`config.mk`:
```
export PLATFORM = sky130hd
export DESIGN_NAME = busActivityMonitor
export DESIGN_NICKNAME = d
export VERILOG_FILES = /design/src/common/monitorPkg.sv /design/src/common/checkIf.sv /design/src/hdl/busActivityMonitor.sv /design/src/hdl/checkTally.sv /design/src/hdl/frameCapture.sv /design/src/rules/responseRules.sv /design/src/rules/objectDictionary.sv
export SDC_FILE = /design/constraint.sdc
export NUM_CORES = 1
export LEC_CHECK = 0
export BUFFER_PORTS_ARGS = -buffer_cell sky130_fd_sc_hd__buf_4
export CAP_MARGIN = 20
export CORE_MARGIN = 8
export CORE_UTILIZATION = 40
export DETAILED_ROUTE_END_ITERATION = 12
export HOLD_SLACK_MARGIN = 0.03
export SYNTH_ARGS = -nofsm -noshare
export SYNTH_HDL_FRONTEND = slang
export SYNTH_SLANG_ARGS = --single-unit
```
`constraint.sdc`:
```
create_clock -name clk -period 2.8 [get_ports clk]
set_input_delay 0.42 -clock clk [delete_from_list [all_inputs] [get_ports clk]]
set_output_delay 0.42 -clock clk [all_outputs]
set_load 0.01 [all_outputs]
```
`src/common/monitorPkg.sv`:
```
package monitorPkg;

   localparam int FrameWidth = 75;
   localparam int CobIdWidth = 11;
   localparam int IndexWidth = 16;
   localparam int ValueWidth = 32;

   // SDO command bytes
   localparam logic [7:0] SdoReadCmd  = 8'h40; // expedited upload request
   localparam logic [7:0] SdoReadAck  = 8'h43;
   localparam logic [7:0] SdoWriteCmd = 8'h23; // 4-byte download request
   localparam logic [7:0] SdoWriteAck = 8'h60;
   localparam logic [7:0] SdoAbortCmd = 8'h80;

   // request 0x601 is answered on 0x581
   localparam logic [CobIdWidth-1:0] SdoRespOffset = 11'h080;

   // oscillator trim request, 555 then alternating a
   localparam logic [FrameWidth-1:0] TrimPattern = {3'h5, 72'h55aaaaaaaaaaaaaaaa};

   // rule classes
   localparam logic [1:0] ClassRead  = 2'd0;
   localparam logic [1:0] ClassWrite = 2'd1;
   localparam logic [1:0] ClassTrim  = 2'd2;
   localparam logic [1:0] ClassEcho  = 2'd3;

   typedef struct packed
   {
      logic [CobIdWidth-1:0] cobId;
      logic [7:0]            command;
      logic [IndexWidth-1:0] index;
      logic [7:0]            subIndex;
      logic [ValueWidth-1:0] value;
   } sdoFields;

   // same 75 bits seen as SDO fields or as one raw word
   typedef union packed
   {
      sdoFields              sdo;
      logic [FrameWidth-1:0] raw;
   } canFrame;

endpackage
```
`src/common/checkIf.sv`:
```
`timescale 1ns/100ps

interface checkIf;
   import monitorPkg::*;

   canFrame    reqFrame;
   canFrame    respFrame;
   logic [7:0] busIdSnap; // bus id at response time
   logic       checkValid; // one cycle, frames stable

   modport capture
   (
      output reqFrame,
      output respFrame,
      output busIdSnap,
      output checkValid
   );

   modport check
   (
      input reqFrame,
      input respFrame,
      input busIdSnap,
      input checkValid
   );

endinterface

```
`src/hdl/busActivityMonitor.sv`:
```
`timescale 1ns/100ps

module busActivityMonitor
#(
   parameter int CountWidth = 16
)
(
   input  logic                              clk,
   input  logic                              rst,
   input  logic [monitorPkg::FrameWidth-1:0] uplinkFrame,
   input  logic [monitorPkg::FrameWidth-1:0] downlinkFrame,
   input  logic                              reqMsg,
   input  logic                              respMsg,
   input  logic                              testRx,
   input  logic                              testTx,
   input  logic                              oscTrim,
   input  logic [7:0]                        busId,
   output logic                              verdictValid,
   output logic                              verdictPass,
   output logic [1:0]                        verdictClass,
   output logic [CountWidth-1:0]             passCount,
   output logic [CountWidth-1:0]             failCount
);

   logic       ruleValid;
   logic       rulePass;
   logic [1:0] ruleClass;

   checkIf checkBus();

   frameCapture captureInst
   (
      .clk           (clk),
      .rst           (rst),
      .uplinkFrame   (uplinkFrame),
      .downlinkFrame (downlinkFrame),
      .reqMsg        (reqMsg),
      .respMsg       (respMsg),
      .testRx        (testRx),
      .testTx        (testTx),
      .oscTrim       (oscTrim),
      .busId         (busId),
      .check         (checkBus.capture)
   );

   responseRules rulesInst
   (
      .clk       (clk),
      .rst       (rst),
      .check     (checkBus.check),
      .ruleValid (ruleValid),
      .rulePass  (rulePass),
      .ruleClass (ruleClass)
   );

   checkTally #(.CountWidth(CountWidth)) tallyInst
   (
      .clk          (clk),
      .rst          (rst),
      .ruleValid    (ruleValid),
      .rulePass     (rulePass),
      .ruleClass    (ruleClass),
      .verdictValid (verdictValid),
      .verdictPass  (verdictPass),
      .verdictClass (verdictClass),
      .passCount    (passCount),
      .failCount    (failCount)
   );

endmodule

```
`src/hdl/checkTally.sv`:
```
`timescale 1ns/100ps

module checkTally
#(
   parameter int CountWidth = 16
)
(
   input  logic                  clk,
   input  logic                  rst,
   input  logic                  ruleValid,
   input  logic                  rulePass,
   input  logic [1:0]            ruleClass,
   output logic                  verdictValid,
   output logic                  verdictPass,
   output logic [1:0]            verdictClass,
   output logic [CountWidth-1:0] passCount,
   output logic [CountWidth-1:0] failCount
);

   logic [CountWidth:0] countSum;

   assign countSum = passCount + failCount;

   always_ff @(posedge clk or negedge rst)
   begin
      if (!rst)
      begin
         verdictValid <= 1'b0;
         passCount    <= '0;
         failCount    <= '0;
      end
      else
      begin
         verdictValid <= ruleValid;
         // counters hold at all ones
         if (ruleValid && rulePass && (passCount != '1))
            passCount <= passCount + 1'b1;
         if (ruleValid && !rulePass && (failCount != '1))
            failCount <= failCount + 1'b1;
      end
   end

   always_ff @(posedge clk)
   begin
      if (ruleValid)
      begin
         verdictPass  <= rulePass;
         verdictClass <= ruleClass;
      end
   end

   tallyMonotonic : assert property (@(posedge clk) disable iff (!rst)
      countSum >= $past(countSum));

endmodule

```
`src/hdl/frameCapture.sv`:
```
`timescale 1ns/100ps

module frameCapture
(
   input  logic                              clk,
   input  logic                              rst,
   input  logic [monitorPkg::FrameWidth-1:0] uplinkFrame,
   input  logic [monitorPkg::FrameWidth-1:0] downlinkFrame,
   input  logic                              reqMsg,
   input  logic                              respMsg,
   input  logic                              testRx,
   input  logic                              testTx,
   input  logic                              oscTrim,
   input  logic [7:0]                        busId,
   checkIf.capture                           check
);
   import monitorPkg::*;

   logic [FrameWidth-1:0] reqSource;

   // request source by test mode, trim wins unless rx testing
   always_comb
   begin
      if (oscTrim && !testRx)
         reqSource = TrimPattern;
      else if (testRx)
         reqSource = uplinkFrame;
      else if (testTx)
         reqSource = downlinkFrame; // tx test, what we sent down
      else
         reqSource = uplinkFrame;
   end

   always_ff @(posedge clk or negedge rst)
   begin
      if (!rst)
      begin
         check.reqFrame.raw <= '0; // zero request hits only the echo rule
         check.checkValid   <= 1'b0;
      end
      else
      begin
         check.checkValid <= respMsg;
         if (reqMsg)
            check.reqFrame.raw <= reqSource;
      end
   end

   always_ff @(posedge clk)
   begin
      if (respMsg)
      begin
         check.respFrame.raw <= uplinkFrame;
         check.busIdSnap     <= busId;
      end
   end

   // a request may not land on top of a response being judged
   reqRespExclusive : assert property (@(posedge clk) disable iff (!rst)
      !(reqMsg && respMsg));

endmodule

```
`src/rules/responseRules.sv`:
```
`timescale 1ns/100ps

module responseRules
(
   input  logic       clk,
   input  logic       rst,
   checkIf.check      check,
   output logic       ruleValid,
   output logic       rulePass,
   output logic [1:0] ruleClass
);
   import monitorPkg::*;

   canFrame               req;
   canFrame               resp;
   canFrame               trimExpect;
   logic                  dictHit;
   logic [ValueWidth-1:0] dictValue;
   logic [1:0]            reqClass;
   logic                  cobIdOk;
   logic                  keyOk;
   logic                  passNext;

   assign req  = check.reqFrame;
   assign resp = check.respFrame;

   objectDictionary dictInst
   (
      .index    (req.sdo.index),
      .subIndex (req.sdo.subIndex),
      .hit      (dictHit),
      .value    (dictValue)
   );

   assign cobIdOk = resp.sdo.cobId == (req.sdo.cobId - SdoRespOffset);
   assign keyOk   = (resp.sdo.index == req.sdo.index) && (resp.sdo.subIndex == req.sdo.subIndex);

   always_comb
   begin
      if (req.raw == TrimPattern)
         reqClass = ClassTrim;
      else if (req.sdo.command == SdoReadCmd)
         reqClass = ClassRead;
      else if (req.sdo.command == SdoWriteCmd)
         reqClass = ClassWrite;
      else
         reqClass = ClassEcho;
   end

   // trim reply echoes the pattern with the bus id in the subindex byte
   always_comb
   begin
      trimExpect.raw          = TrimPattern;
      trimExpect.sdo.subIndex = check.busIdSnap;
   end

   always_comb
   begin
      case (reqClass)
         ClassRead:
         begin
            if (dictHit)
               passNext = cobIdOk && keyOk && (resp.sdo.command == SdoReadAck)
                          && (resp.sdo.value == dictValue);
            else
               passNext = cobIdOk && keyOk && (resp.sdo.command == SdoAbortCmd);
         end
         ClassWrite:
            passNext = cobIdOk && keyOk && (resp.sdo.command == SdoWriteAck)
                       && (resp.sdo.value == '0);
         ClassTrim:
            passNext = resp.raw == trimExpect.raw;
         default:
            passNext = resp.raw == req.raw; // plain echo
      endcase
   end

   always_ff @(posedge clk or negedge rst)
   begin
      if (!rst)
         ruleValid <= 1'b0;
      else
         ruleValid <= check.checkValid;
   end

   always_ff @(posedge clk)
   begin
      if (check.checkValid)
      begin
         rulePass  <= passNext;
         ruleClass <= reqClass;
      end
   end

   // each verdict carries a judged pass bit and class
   verdictKnown : assert property (@(posedge clk) disable iff (!rst)
      ruleValid |-> !$isunknown({rulePass, ruleClass}));

endmodule

```
`src/rules/objectDictionary.sv`:
```
`timescale 1ns/100ps

module objectDictionary
(
   input  logic [monitorPkg::IndexWidth-1:0] index,
   input  logic [7:0]                        subIndex,
   output logic                              hit,
   output logic [monitorPkg::ValueWidth-1:0] value
);

   always_comb
   begin
      hit   = 1'b1;
      value = '0;
      case (index)
         16'h1000: value = 32'h0000_0191; // device type
         16'h1001: value = 32'h0000_0000; // error register
         16'h1005: value = 32'h0000_0080; // sync cob-id
         16'h1014: value = 32'h0000_0081; // emcy cob-id
         16'h1018: value = 32'h0000_0001;
         16'h1200: value = 32'h0000_0002; // sdo server parameter
         default:
         begin
            hit   = 1'b0;
            value = '0;
         end
      endcase

      // only subindex 0 is stored
      if (subIndex != 8'h00)
      begin
         hit   = 1'b0;
         value = '0;
      end
   end

endmodule

```
==> impl_table.tex, run 1 <==
\begin{tabular}{lr}
\hline
Metric & Value \\
\hline
\multicolumn{2}{l}{\textbf{Global route}} \\
Global-route total usage across every layer & 20.6\% \\
Global-route wire length before repair & 45.5 mm \\
Gr ovfl total & 0 \\
Number of global-route vias before repair & 7742 \\
Antenna violations before repair & 0 \\
Pin count of the biggest net entering global routing & 85 \\
\multicolumn{2}{l}{\textbf{STA}} \\
Actual transition at the worst max-transition pin & 727 ps \\
Final setup margin & 309 ps \\
Aggregate negative setup slack & 0 ps \\
Maximum clock rate & 402 MHz \\
Tmin final & 2490 ps \\
Final number of hold-violating endpoints & 0 \\
Final Setup Violations & 0 \\
Worst-case hold slack & 148 ps \\
Setup repair after global routing missed its margin & false \\
Fin Clk Skew & 5.34 ps \\
Count of final max-slew check failures & 0 \\
Slew HR & 50.3\% \\
Final clock period utilization by the worst path & 89.0\% \\
\multicolumn{2}{l}{\textbf{Min path}} \\
Hold Path Stages & 1 \\
Worst Min Path Start & busId[6] \\
Class of the worst hold path & primary input to register \\
Endpoint of the worst hold path & captureInst.check.busIdSnap[6]\$\_DFFE\_PP\_ \\
\multicolumn{2}{l}{\textbf{Synth}} \\
Most used DFF post-synth & dfrtp\_1 \\
Number of warnings reported in the yosys synthesis log & 0 \\
EDFF count, synth & 89 \\
Yosys cell types & 62 \\
FFs w/ async S/R, synth & 55.3\% \\
Synth top area share & 28.9\% \\
Average cell area after synthesis & 11.1 um\^{}2 \\
Synthesized netlist net count & 1023 \\
Mapped cell area & 9520 um\^{}2 \\
Register area share after synthesis & 57.0\% \\
Top cells by area, synth & dfrtp\_1 (29\%), edfxtp\_1 (28\%), mux2i\_1 (4.2\%), xor2\_1 (4.1\%), xnor2\_1 (4.0\%) \\
Cell type with the highest aggregate area in the netlist & dfrtp\_1 \\
Total of flip-flops plus latches after synthesis & 199 \\
Post-Syn Instances & 855 \\
\multicolumn{2}{l}{\textbf{Clock tree}} \\
TritonCTS clock tree & done \\
Clock-pin slew on the worst setup and hold paths & 70 ps \\
Post-CTS setup buffer count & 0 \\
Buffer type at the clock tree root & clkbuf\_16 \\
Clock Tree Buf Depth & 2 \\
Source-to-sink clock delay at the later pin of the worst-skew pair & 440 ps \\
Clock Sinks & 199 \\
Num CTS Buffers & 17 \\
H-tree level count & 4 \\
\multicolumn{2}{l}{\textbf{Placed design}} \\
Cell Count Post-Placement & 1349 \\
Setup Slack @ Placement & 310 ps \\
Number of buffer cells added on primary ports & 200 \\
RD Place Congestion & 0.936 \\
Detailed Place HPWL & 22.6 mm \\
\multicolumn{2}{l}{\textbf{Worst setup path}} \\
Crit start category & register \\
Crit-path max FO & 9 \\
R2R cell count & 6 \\
Endpoint class of the critical path & register \\
R2R setup slack & 310 ps \\
Worst reg2reg startpoint & captureInst.check.reqFrame[44]\$\_DFFE\_PN0P\_ \\
Crit path kind & register to register \\
Required time reported for the critical path endpoint & 3070 ps \\
Capturing point of the worst reg2reg path & rulesInst.rulePass\$\_DFFE\_PP\_ \\
Arrival time of data at the critical path endpoint & 2760 ps \\
\multicolumn{2}{l}{\textbf{Power and ir drop}} \\
Pwr Density & 616 nW/um\^{}2 \\
Power share of the clock group & 33.0\% \\
Internal Pwr Total & 5.21 mW \\
Switching power & 2.17 mW \\
Register share of total power & 50.6\% \\
Switching power as a share of total power & 29.4\% \\
Combinational group share of total power & 16.4\% \\
Leakage power of the design & 4.95 nW \\
Maximum vdd ir drop & 347 uV \\
\multicolumn{2}{l}{\textbf{Routing}} \\
Number of DRC violations after detailed routing & 0 \\
Amount of wire on met2 after detailed routing & 13.3 mm \\
Initial DRC Count & 626 \\
Met1 routed wirelength after detailed routing & 13.4 mm \\
Highest routing layer actually used & met4 \\
Via total after detailed routing & 7527 \\
Routed wire per std cell & 21.5 um \\
Number of routed nets with antenna violations & 0 \\
Post-detailed-routing wire length & 29.7 mm \\
Vias per std cell & 5.45 \\
Length of routed met3 wiring & 2.46 mm \\
TritonRoute pass-1 iters & 7 \\
\multicolumn{2}{l}{\textbf{Die}} \\
Starting Density & 40.7\% \\
Y dimension of the die & 170 um \\
Horizontal extent of the die & 170 um \\
Total core area & 23400 um\^{}2 \\
Placement Rows & 56 \\
Die Outline Area & 29000 um\^{}2 \\
Number of ports placed on the die boundary & 201 \\
\multicolumn{2}{l}{\textbf{Run}} \\
\# Max-Cap Violations & 0 \\
\multicolumn{2}{l}{\textbf{Finish}} \\
Antenna fix cells & 0 \\
Synth-to-layout area growth & 25.9\% \\
Commonest cells after routing, fill and taps aside & buf\_4 (205), dfrtp\_1 (110), nand2\_1 (99) \\
Nets & 1218 \\
Fraction of layout cells with a size suffix above 1 & 24.1\% \\
Commonest non-fill, non-tap cell in the layout & buf\_4 \\
Finished Core Util & 51.2\% \\
Post-Layout Cell Count & 1382 \\
\multicolumn{2}{l}{\textbf{Status}} \\
Result of the run & complete, no violations \\
\hline
\end{tabular}
==> layer usage <==
layer	GRT usage [%]	up-vias
met2	30.8	332
met3	6.02	35
met5	0	-
met4	5.72	0
li1	-	3499
met1	28.6	3661
==> worst max path at each step <==
stage,to,slack (ps),from,cells after the start
global route,rulesInst.rulePass$_DFFE_PP_,150,captureInst.check.reqFrame[44]$_DFFE_PN0P_,6
detailed placement,rulesInst.rulePass$_DFFE_PP_,310,captureInst.check.reqFrame[44]$_DFFE_PN0P_,6
global placement,rulesInst.rulePass$_DFFE_PP_,410,captureInst.check.reqFrame[57]$_DFFE_PN0P_,5
finish,rulesInst.rulePass$_DFFE_PP_,310,captureInst.check.reqFrame[44]$_DFFE_PN0P_,6
floorplan,rulesInst.rulePass$_DFFE_PP_,620,captureInst.check.reqFrame[2]$_DFFE_PN0P_,6
CTS,rulesInst.rulePass$_DFFE_PP_,300,captureInst.check.reqFrame[44]$_DFFE_PN0P_,6
==> power groups by stage <==
stage	Clock (mW)	Combinational, mW	Sequential [mW]
6_report	2.44	1.21	3.74
5_1_grt	2.58	1.33	3.77
4_1_cts	2.48	1.22	3.73
3_5_place_dp	0	1.21	3.79
3_3_place_gp	0	1.21	3.78
2_1_floorplan	0	0.620	3.68
==> state kept, by name (all words and copies together), names as in the netlist <==
register,cells
captureInst.check.busIdSnap,8
captureInst.check.checkValid,1
captureInst.check.reqFrame,75
captureInst.check.respFrame,75
rulesInst.ruleClass,2
rulesInst.rulePass,1
rulesInst.ruleValid,1
tallyInst.failCount,16
tallyInst.passCount,16
tallyInst.verdictClass,2
tallyInst.verdictPass,1
tallyInst.verdictValid,1
==> area by class of cell <==
class                           instances  area, um^2
Sequential cell                       199        5430
Multi-Input combinational cell        563        3750
Fill cell                            2153       11400
Inverter                               60         225
Timing Repair Buffer                  209        1610
Clock buffer                           17         425
Tap cell                              319         399
Clock inverter                         15         145
==> metrics by stage <==
stage | total power [mW] | area, um^2
floorplan | 4.30 | 9520
global placement | 4.99 | 11400
detailed placement | 5.00 | 11400
CTS | 7.43 | 12000
global route | 7.69 | 12000
finish | 7.38 | 12000
==> critical path, stage by stage (launching register included) <==
cell and delay (ps):
dfrtp_1 490, nor2b_1 180, a2111oi_0 640, nand4_1 250, nor4_1 320, nand4_1 150
o32ai_2 300
==> synth_stat cells (2+ instances only) <==
| cell type | number |
|---|---|
| nor2b_1 | 27 |
| a221oi_1 | 2 |
| o311ai_0 | 2 |
| inv_1 | 59 |
| ha_1 | 3 |
| a2111oi_0 | 8 |
| xor2_1 | 45 |
| nor4b_1 | 5 |
| nand4b_1 | 4 |
| xnor2_1 | 43 |
| or4_1 | 2 |
| mux2i_1 | 40 |
| nor2_1 | 54 |
| edfxtp_1 | 89 |
| nor4_2 | 3 |
| buf_1 | 3 |
| and4b_1 | 2 |
| nor3_1 | 19 |
| nand4_1 | 24 |
| a31oi_1 | 39 |
| and4_1 | 8 |
| or4bb_1 | 2 |
| nand2b_1 | 7 |
| nand2_1 | 99 |
| and3_1 | 6 |
| nand3_1 | 18 |
| a21oi_1 | 4 |
| buf_2 | 5 |
| a222oi_1 | 2 |
| nor4_1 | 24 |
| nor4bb_1 | 2 |
| clkbuf_1 | 25 |
| a2111oi_1 | 2 |
| o22ai_1 | 39 |
| o21ai_0 | 3 |
| dfrtp_1 | 110 |
==> cell families (layout without fill, tap and decap cells) <==
family	count (synthesis)	after routing	synth area share, %
DFF	199	199	57.0
adders and majority gates	3	3	0.394
and+or+nand+nor	315	315	17.6
xor gates and xnor gates	88	88	8.10
muxes	42	42	4.44
AOI/OAI and AO/OA	115	115	8.70
buffers and inverters	93	301	3.73
==> what timing repair did <==
item                      CTS  global route
resized for setup           0             0
hold endpoints to repair   33             0
hold buffers                1             0
Power figures use the tool's default switching activity.
==> inputs of run 2 (changes only) <==
--- a/config.mk
+++ b/config.mk
@@ -11,6 +11,8 @@
 export CORE_UTILIZATION = 40
 export DETAILED_ROUTE_END_ITERATION = 12
 export HOLD_SLACK_MARGIN = 0.03
+export MAX_ROUTING_LAYER = met4
 export SYNTH_ARGS = -nofsm -noshare
 export SYNTH_HDL_FRONTEND = slang
+export SYNTH_HIERARCHICAL = 1
 export SYNTH_SLANG_ARGS = --single-unit
==> impl_table.tex, run 2 <==
\begin{tabular}{lr}
\hline
Metric & Value \\
\hline
\multicolumn{2}{l}{\textbf{Placed design}} \\
Number of buffer cells added on primary ports & 200 (unchanged) \\
RD Place Congestion & 0.960 (+2.5\%) \\
Setup Slack @ Placement & -308 ps (-618 ps) \\
Detailed Place HPWL & 24.9 mm (+10\%) \\
\multicolumn{2}{l}{\textbf{Finish}} \\
Count of fill cells added during filler insertion & 2323 (+7.9\%) \\
Antenna fix cells & 0 (unchanged) \\
Commonest non-fill, non-tap cell in the layout & buf\_4 \\
Finished Core Util & 50.7\% (-0.45 points) \\
Synth-to-layout area growth & 25.2\% \\
Largest registers & captureInst/check.reqFrame: 75 flops, captureInst/check.respFrame: 75 flops \\
Commonest cells after routing, fill and taps aside & buf\_4 (232), dfrtp\_1 (110), nand2\_1 (96) \\
Nets & 1310 (+7.6\%) \\
Fraction of layout cells with a size suffix above 1 & 25.3\% (+1.2 points) \\
\multicolumn{2}{l}{\textbf{Routing}} \\
TritonRoute pass-1 iters & 5 (-2) \\
Vias per std cell & 5.31 (-2.5\%) \\
Routed wire per std cell & 21.5 um (-0.13\%) \\
Post-detailed-routing wire length & 31.9 mm (+7.3\%) \\
Number of routed nets with antenna violations & 0 (unchanged) \\
Via total after detailed routing & 7888 (+4.8\%) \\
Number of DRC violations after detailed routing & 0 (unchanged) \\
Initial DRC Count & 663 (+5.9\%) \\
\multicolumn{2}{l}{\textbf{Synth}} \\
Simple logic cell fraction of the synthesized area & 17.0\% (-0.58 points) \\
Mux share of post-synthesis cell area & 4.06\% (-0.39 points) \\
Mapped cell area & 10200 um\^{}2 (+6.9\%) \\
Most used DFF post-synth & dfrtp\_1 \\
Average cell area after synthesis & 11.1 um\^{}2 (-0.72\%) \\
Most frequently used cell type in the post-synthesis netlist & dfrtp\_1 \\
Most frequent cells after synthesis & dfrtp\_1 (110), nand2\_1 (96), edfxtp\_1 (89) \\
Post-Syn Instances & 921 (+7.7\%) \\
Register area share after synthesis & 53.3\% (-3.7 points) \\
Yosys cell types & 69 (+11\%) \\
Synth top area share & 27.0\% (-1.9 points) \\
Total of flip-flops plus latches after synthesis & 199 (unchanged) \\
Dominant combinational cell family by area after synthesis & simple AND/OR/NAND/NOR gates \\
Synth Area in XOR/XNOR & 11.0\% (+2.9 points) \\
Share of the synthesized area in compound gates (AO/OA/AOI/OAI) & 7.71\% (-1.0 points) \\
EDFF count, synth & 89 (unchanged) \\
Adder and majority cell fraction of the synthesized area & 0.369\% (-0.026 points) \\
FFs w/ async S/R, synth & 55.3\% (unchanged) \\
Top cells by area, synth & dfrtp\_1 (27\%), edfxtp\_1 (26\%), xor2\_1 (6.7\%), xnor2\_1 (4.3\%), mux2i\_1 (3.8\%) \\
Cell type with the highest aggregate area in the netlist & dfrtp\_1 \\
Number of warnings reported in the yosys synthesis log & 6 (+6) \\
\multicolumn{2}{l}{\textbf{Worst setup path}} \\
Arrival time of data at the critical path endpoint & 3310 ps (+550 ps) \\
Required time reported for the critical path endpoint & 3080 ps (about the same) \\
Crit path kind & register to register \\
Crit start category & register \\
Crit-path max FO & 4 (-5) \\
Endpoint class of the critical path & register \\
\multicolumn{2}{l}{\textbf{STA}} \\
Actual transition at the worst max-transition pin & 636 ps (-90.8 ps) \\
Worst-case hold slack & 145 ps (-2.18 ps) \\
Slew HR & 57.2\% (+6.9 points) \\
Fin Clk Skew & 13.2 ps (+7.82 ps) \\
Count of final max-slew check failures & 0 (unchanged) \\
Final number of hold-violating endpoints & 0 (unchanged) \\
Tmin final & 3030 ps (+543 ps) \\
Setup repair after global routing missed its margin & true \\
Final clock period utilization by the worst path & 108\% (+19 points) \\
Final setup margin & -234 ps (-543 ps) \\
Maximum clock rate & 330 MHz (-18\%) \\
Final Setup Violations & 1 (+1) \\
\multicolumn{2}{l}{\textbf{Clock tree}} \\
Clock Sinks & 199 (unchanged) \\
Source-to-sink clock delay at the later pin of the worst-skew pair & 450 ps (about the same) \\
TritonCTS clock tree & done \\
Buffer type at the clock tree root & clkbuf\_16 \\
H-tree level count & 4 (unchanged) \\
Post-CTS setup buffer count & 0 (unchanged) \\
Clock Tree Buf Depth & 2 (unchanged) \\
Num CTS Buffers & 17 (unchanged) \\
Clock-pin slew on the worst setup and hold paths & 80 ps (about the same) \\
\multicolumn{2}{l}{\textbf{Min path}} \\
Class of the worst hold path & primary input to register \\
\multicolumn{2}{l}{\textbf{Power and ir drop}} \\
Maximum vdd ir drop & 303 uV (-13\%) \\
Leakage power of the design & 5.36 nW (+8.3\%) \\
Pwr Density & 601 nW/um\^{}2 (-2.4\%) \\
Design Power & 7.66 mW (+3.7\%) \\
\multicolumn{2}{l}{\textbf{Global route}} \\
Antenna violations before repair & 0 (unchanged) \\
Global-route wire length before repair & 48.4 mm (+6.4\%) \\
Number of global-route vias before repair & 8039 (+3.8\%) \\
Pin count of the biggest net entering global routing & 61 (-28\%) \\
Global-route total usage across every layer & 21.1\% (+0.47 points) \\
Gr ovfl total & 0 (unchanged) \\
\multicolumn{2}{l}{\textbf{Run}} \\
\# Max-Cap Violations & 0 (unchanged) \\
\multicolumn{2}{l}{\textbf{Die}} \\
Number of ports placed on the die boundary & 201 (unchanged) \\
Y dimension of the die & 176 um (+3.1\%) \\
Horizontal extent of the die & 176 um (+3.1\%) \\
Total core area & 25100 um\^{}2 (+7.3\%) \\
Placement Rows & 58 (+3.6\%) \\
Starting Density & 40.5\% (-0.13 points) \\
Die Outline Area & 30800 um\^{}2 (+6.3\%) \\
\multicolumn{2}{l}{\textbf{Status}} \\
Result of the run & complete, but fails checks \\
Failing checks & negative setup slack \\
\hline
\end{tabular}
[run 2: final cells by class]
type                       instances  area [um^2]  share of cell area [%]
clock buffer                      17          425                    3.34
clock inverter                    15          185                    1.45
inverter                          61          229                    1.80
multi-input combinational        627         4250                    33.4
sequential                       199         5430                    42.6
tap                              330          413                    3.24
timing repair buffer             236         1810                    14.2
[run 2: report_power, final]
part           switching (mW)  total, mW  internal [mW]
clock                    1.26       2.54           1.28
combinational           0.700       1.37          0.672
sequential              0.379       3.74           3.36
[run 2: critical path, cell delays in order (launching register included)]
cell and delay (ps):
dfrtp_1 390, or4b_4 560, nor4_4 150, buf_4 170
nand4_4 130, buf_4 190, and4b_2 270, xnor2_1 120
nand4_1 100, or4_1 410, o22ai_1 130, a21oi_1 90
o21ai_1 170
[run 2: routing by layer]
metal / global-route usage [%] / share of wire [%] / routed length [um] / vias to the layer above
li1: - / - / - / 3715
met1: 29.4 / 47 / 15100 / 3843
met2: 31.3 / 46 / 14500 / 305
met3: 4.25 / 6.1 / 1940 / 25
met4: 4.70 / 1.1 / 366 / 0
met5: - / 0 / 0 / -
[run 2: path summary, 6_finish.rpt]
check                                                           start                                       end  slack (ps)  cells after the start
setup / recovery           captureInst/check.reqFrame[53]$_DFFE_PN0P_              rulesInst/rulePass$_DFFE_PP_        -230                     12
hold / removal                                               busId[3]  captureInst/check.busIdSnap[3]$_DFFE_PP_         150                      1
setup reg to reg           captureInst/check.reqFrame[53]$_DFFE_PN0P_              rulesInst/rulePass$_DFFE_PP_        -230                     12
hold reg to reg                      rulesInst/ruleClass[1]$_DFFE_PP_       tallyInst/verdictClass[1]$_DFFE_PP_         430                      0
max in group asynchronous                                         rst    captureInst/check.checkValid$_DFF_PN0_        1680                      3
min in group asynchronous                                         rst       tallyInst/passCount[15]$_DFFE_PN0P_         430                      2
[run 2: metrics by stage]
step	std cells	TNS, ps	instance area, um^2
floorplan	947	0	10300
detailed placement	1452	-308	12100
global placement	1452	-232	12100
CTS	1485	-245	12700
finish	1485	-234	12700
global route	1485	-479	12700
[run 2: cells by family (layout without fill, tap and decap cells)]
family | count (synthesis) | count (layout)
buf+inv | 121 | 329
other cells | 1 | 27
flops | 199 | 199
simple gates | 313 | 313
compound gates | 115 | 115
mux | 41 | 41
fa+ha+maj | 3 | 3
xor+xnor | 128 | 128
[run 2: timing repair]
item,4_1_cts,5_1_grt
pin swaps,1,0
hold endpoints to repair,25,0
endpoints found under the setup margin,1,1
gates resized for setup,5,0
hold buffers,1,0
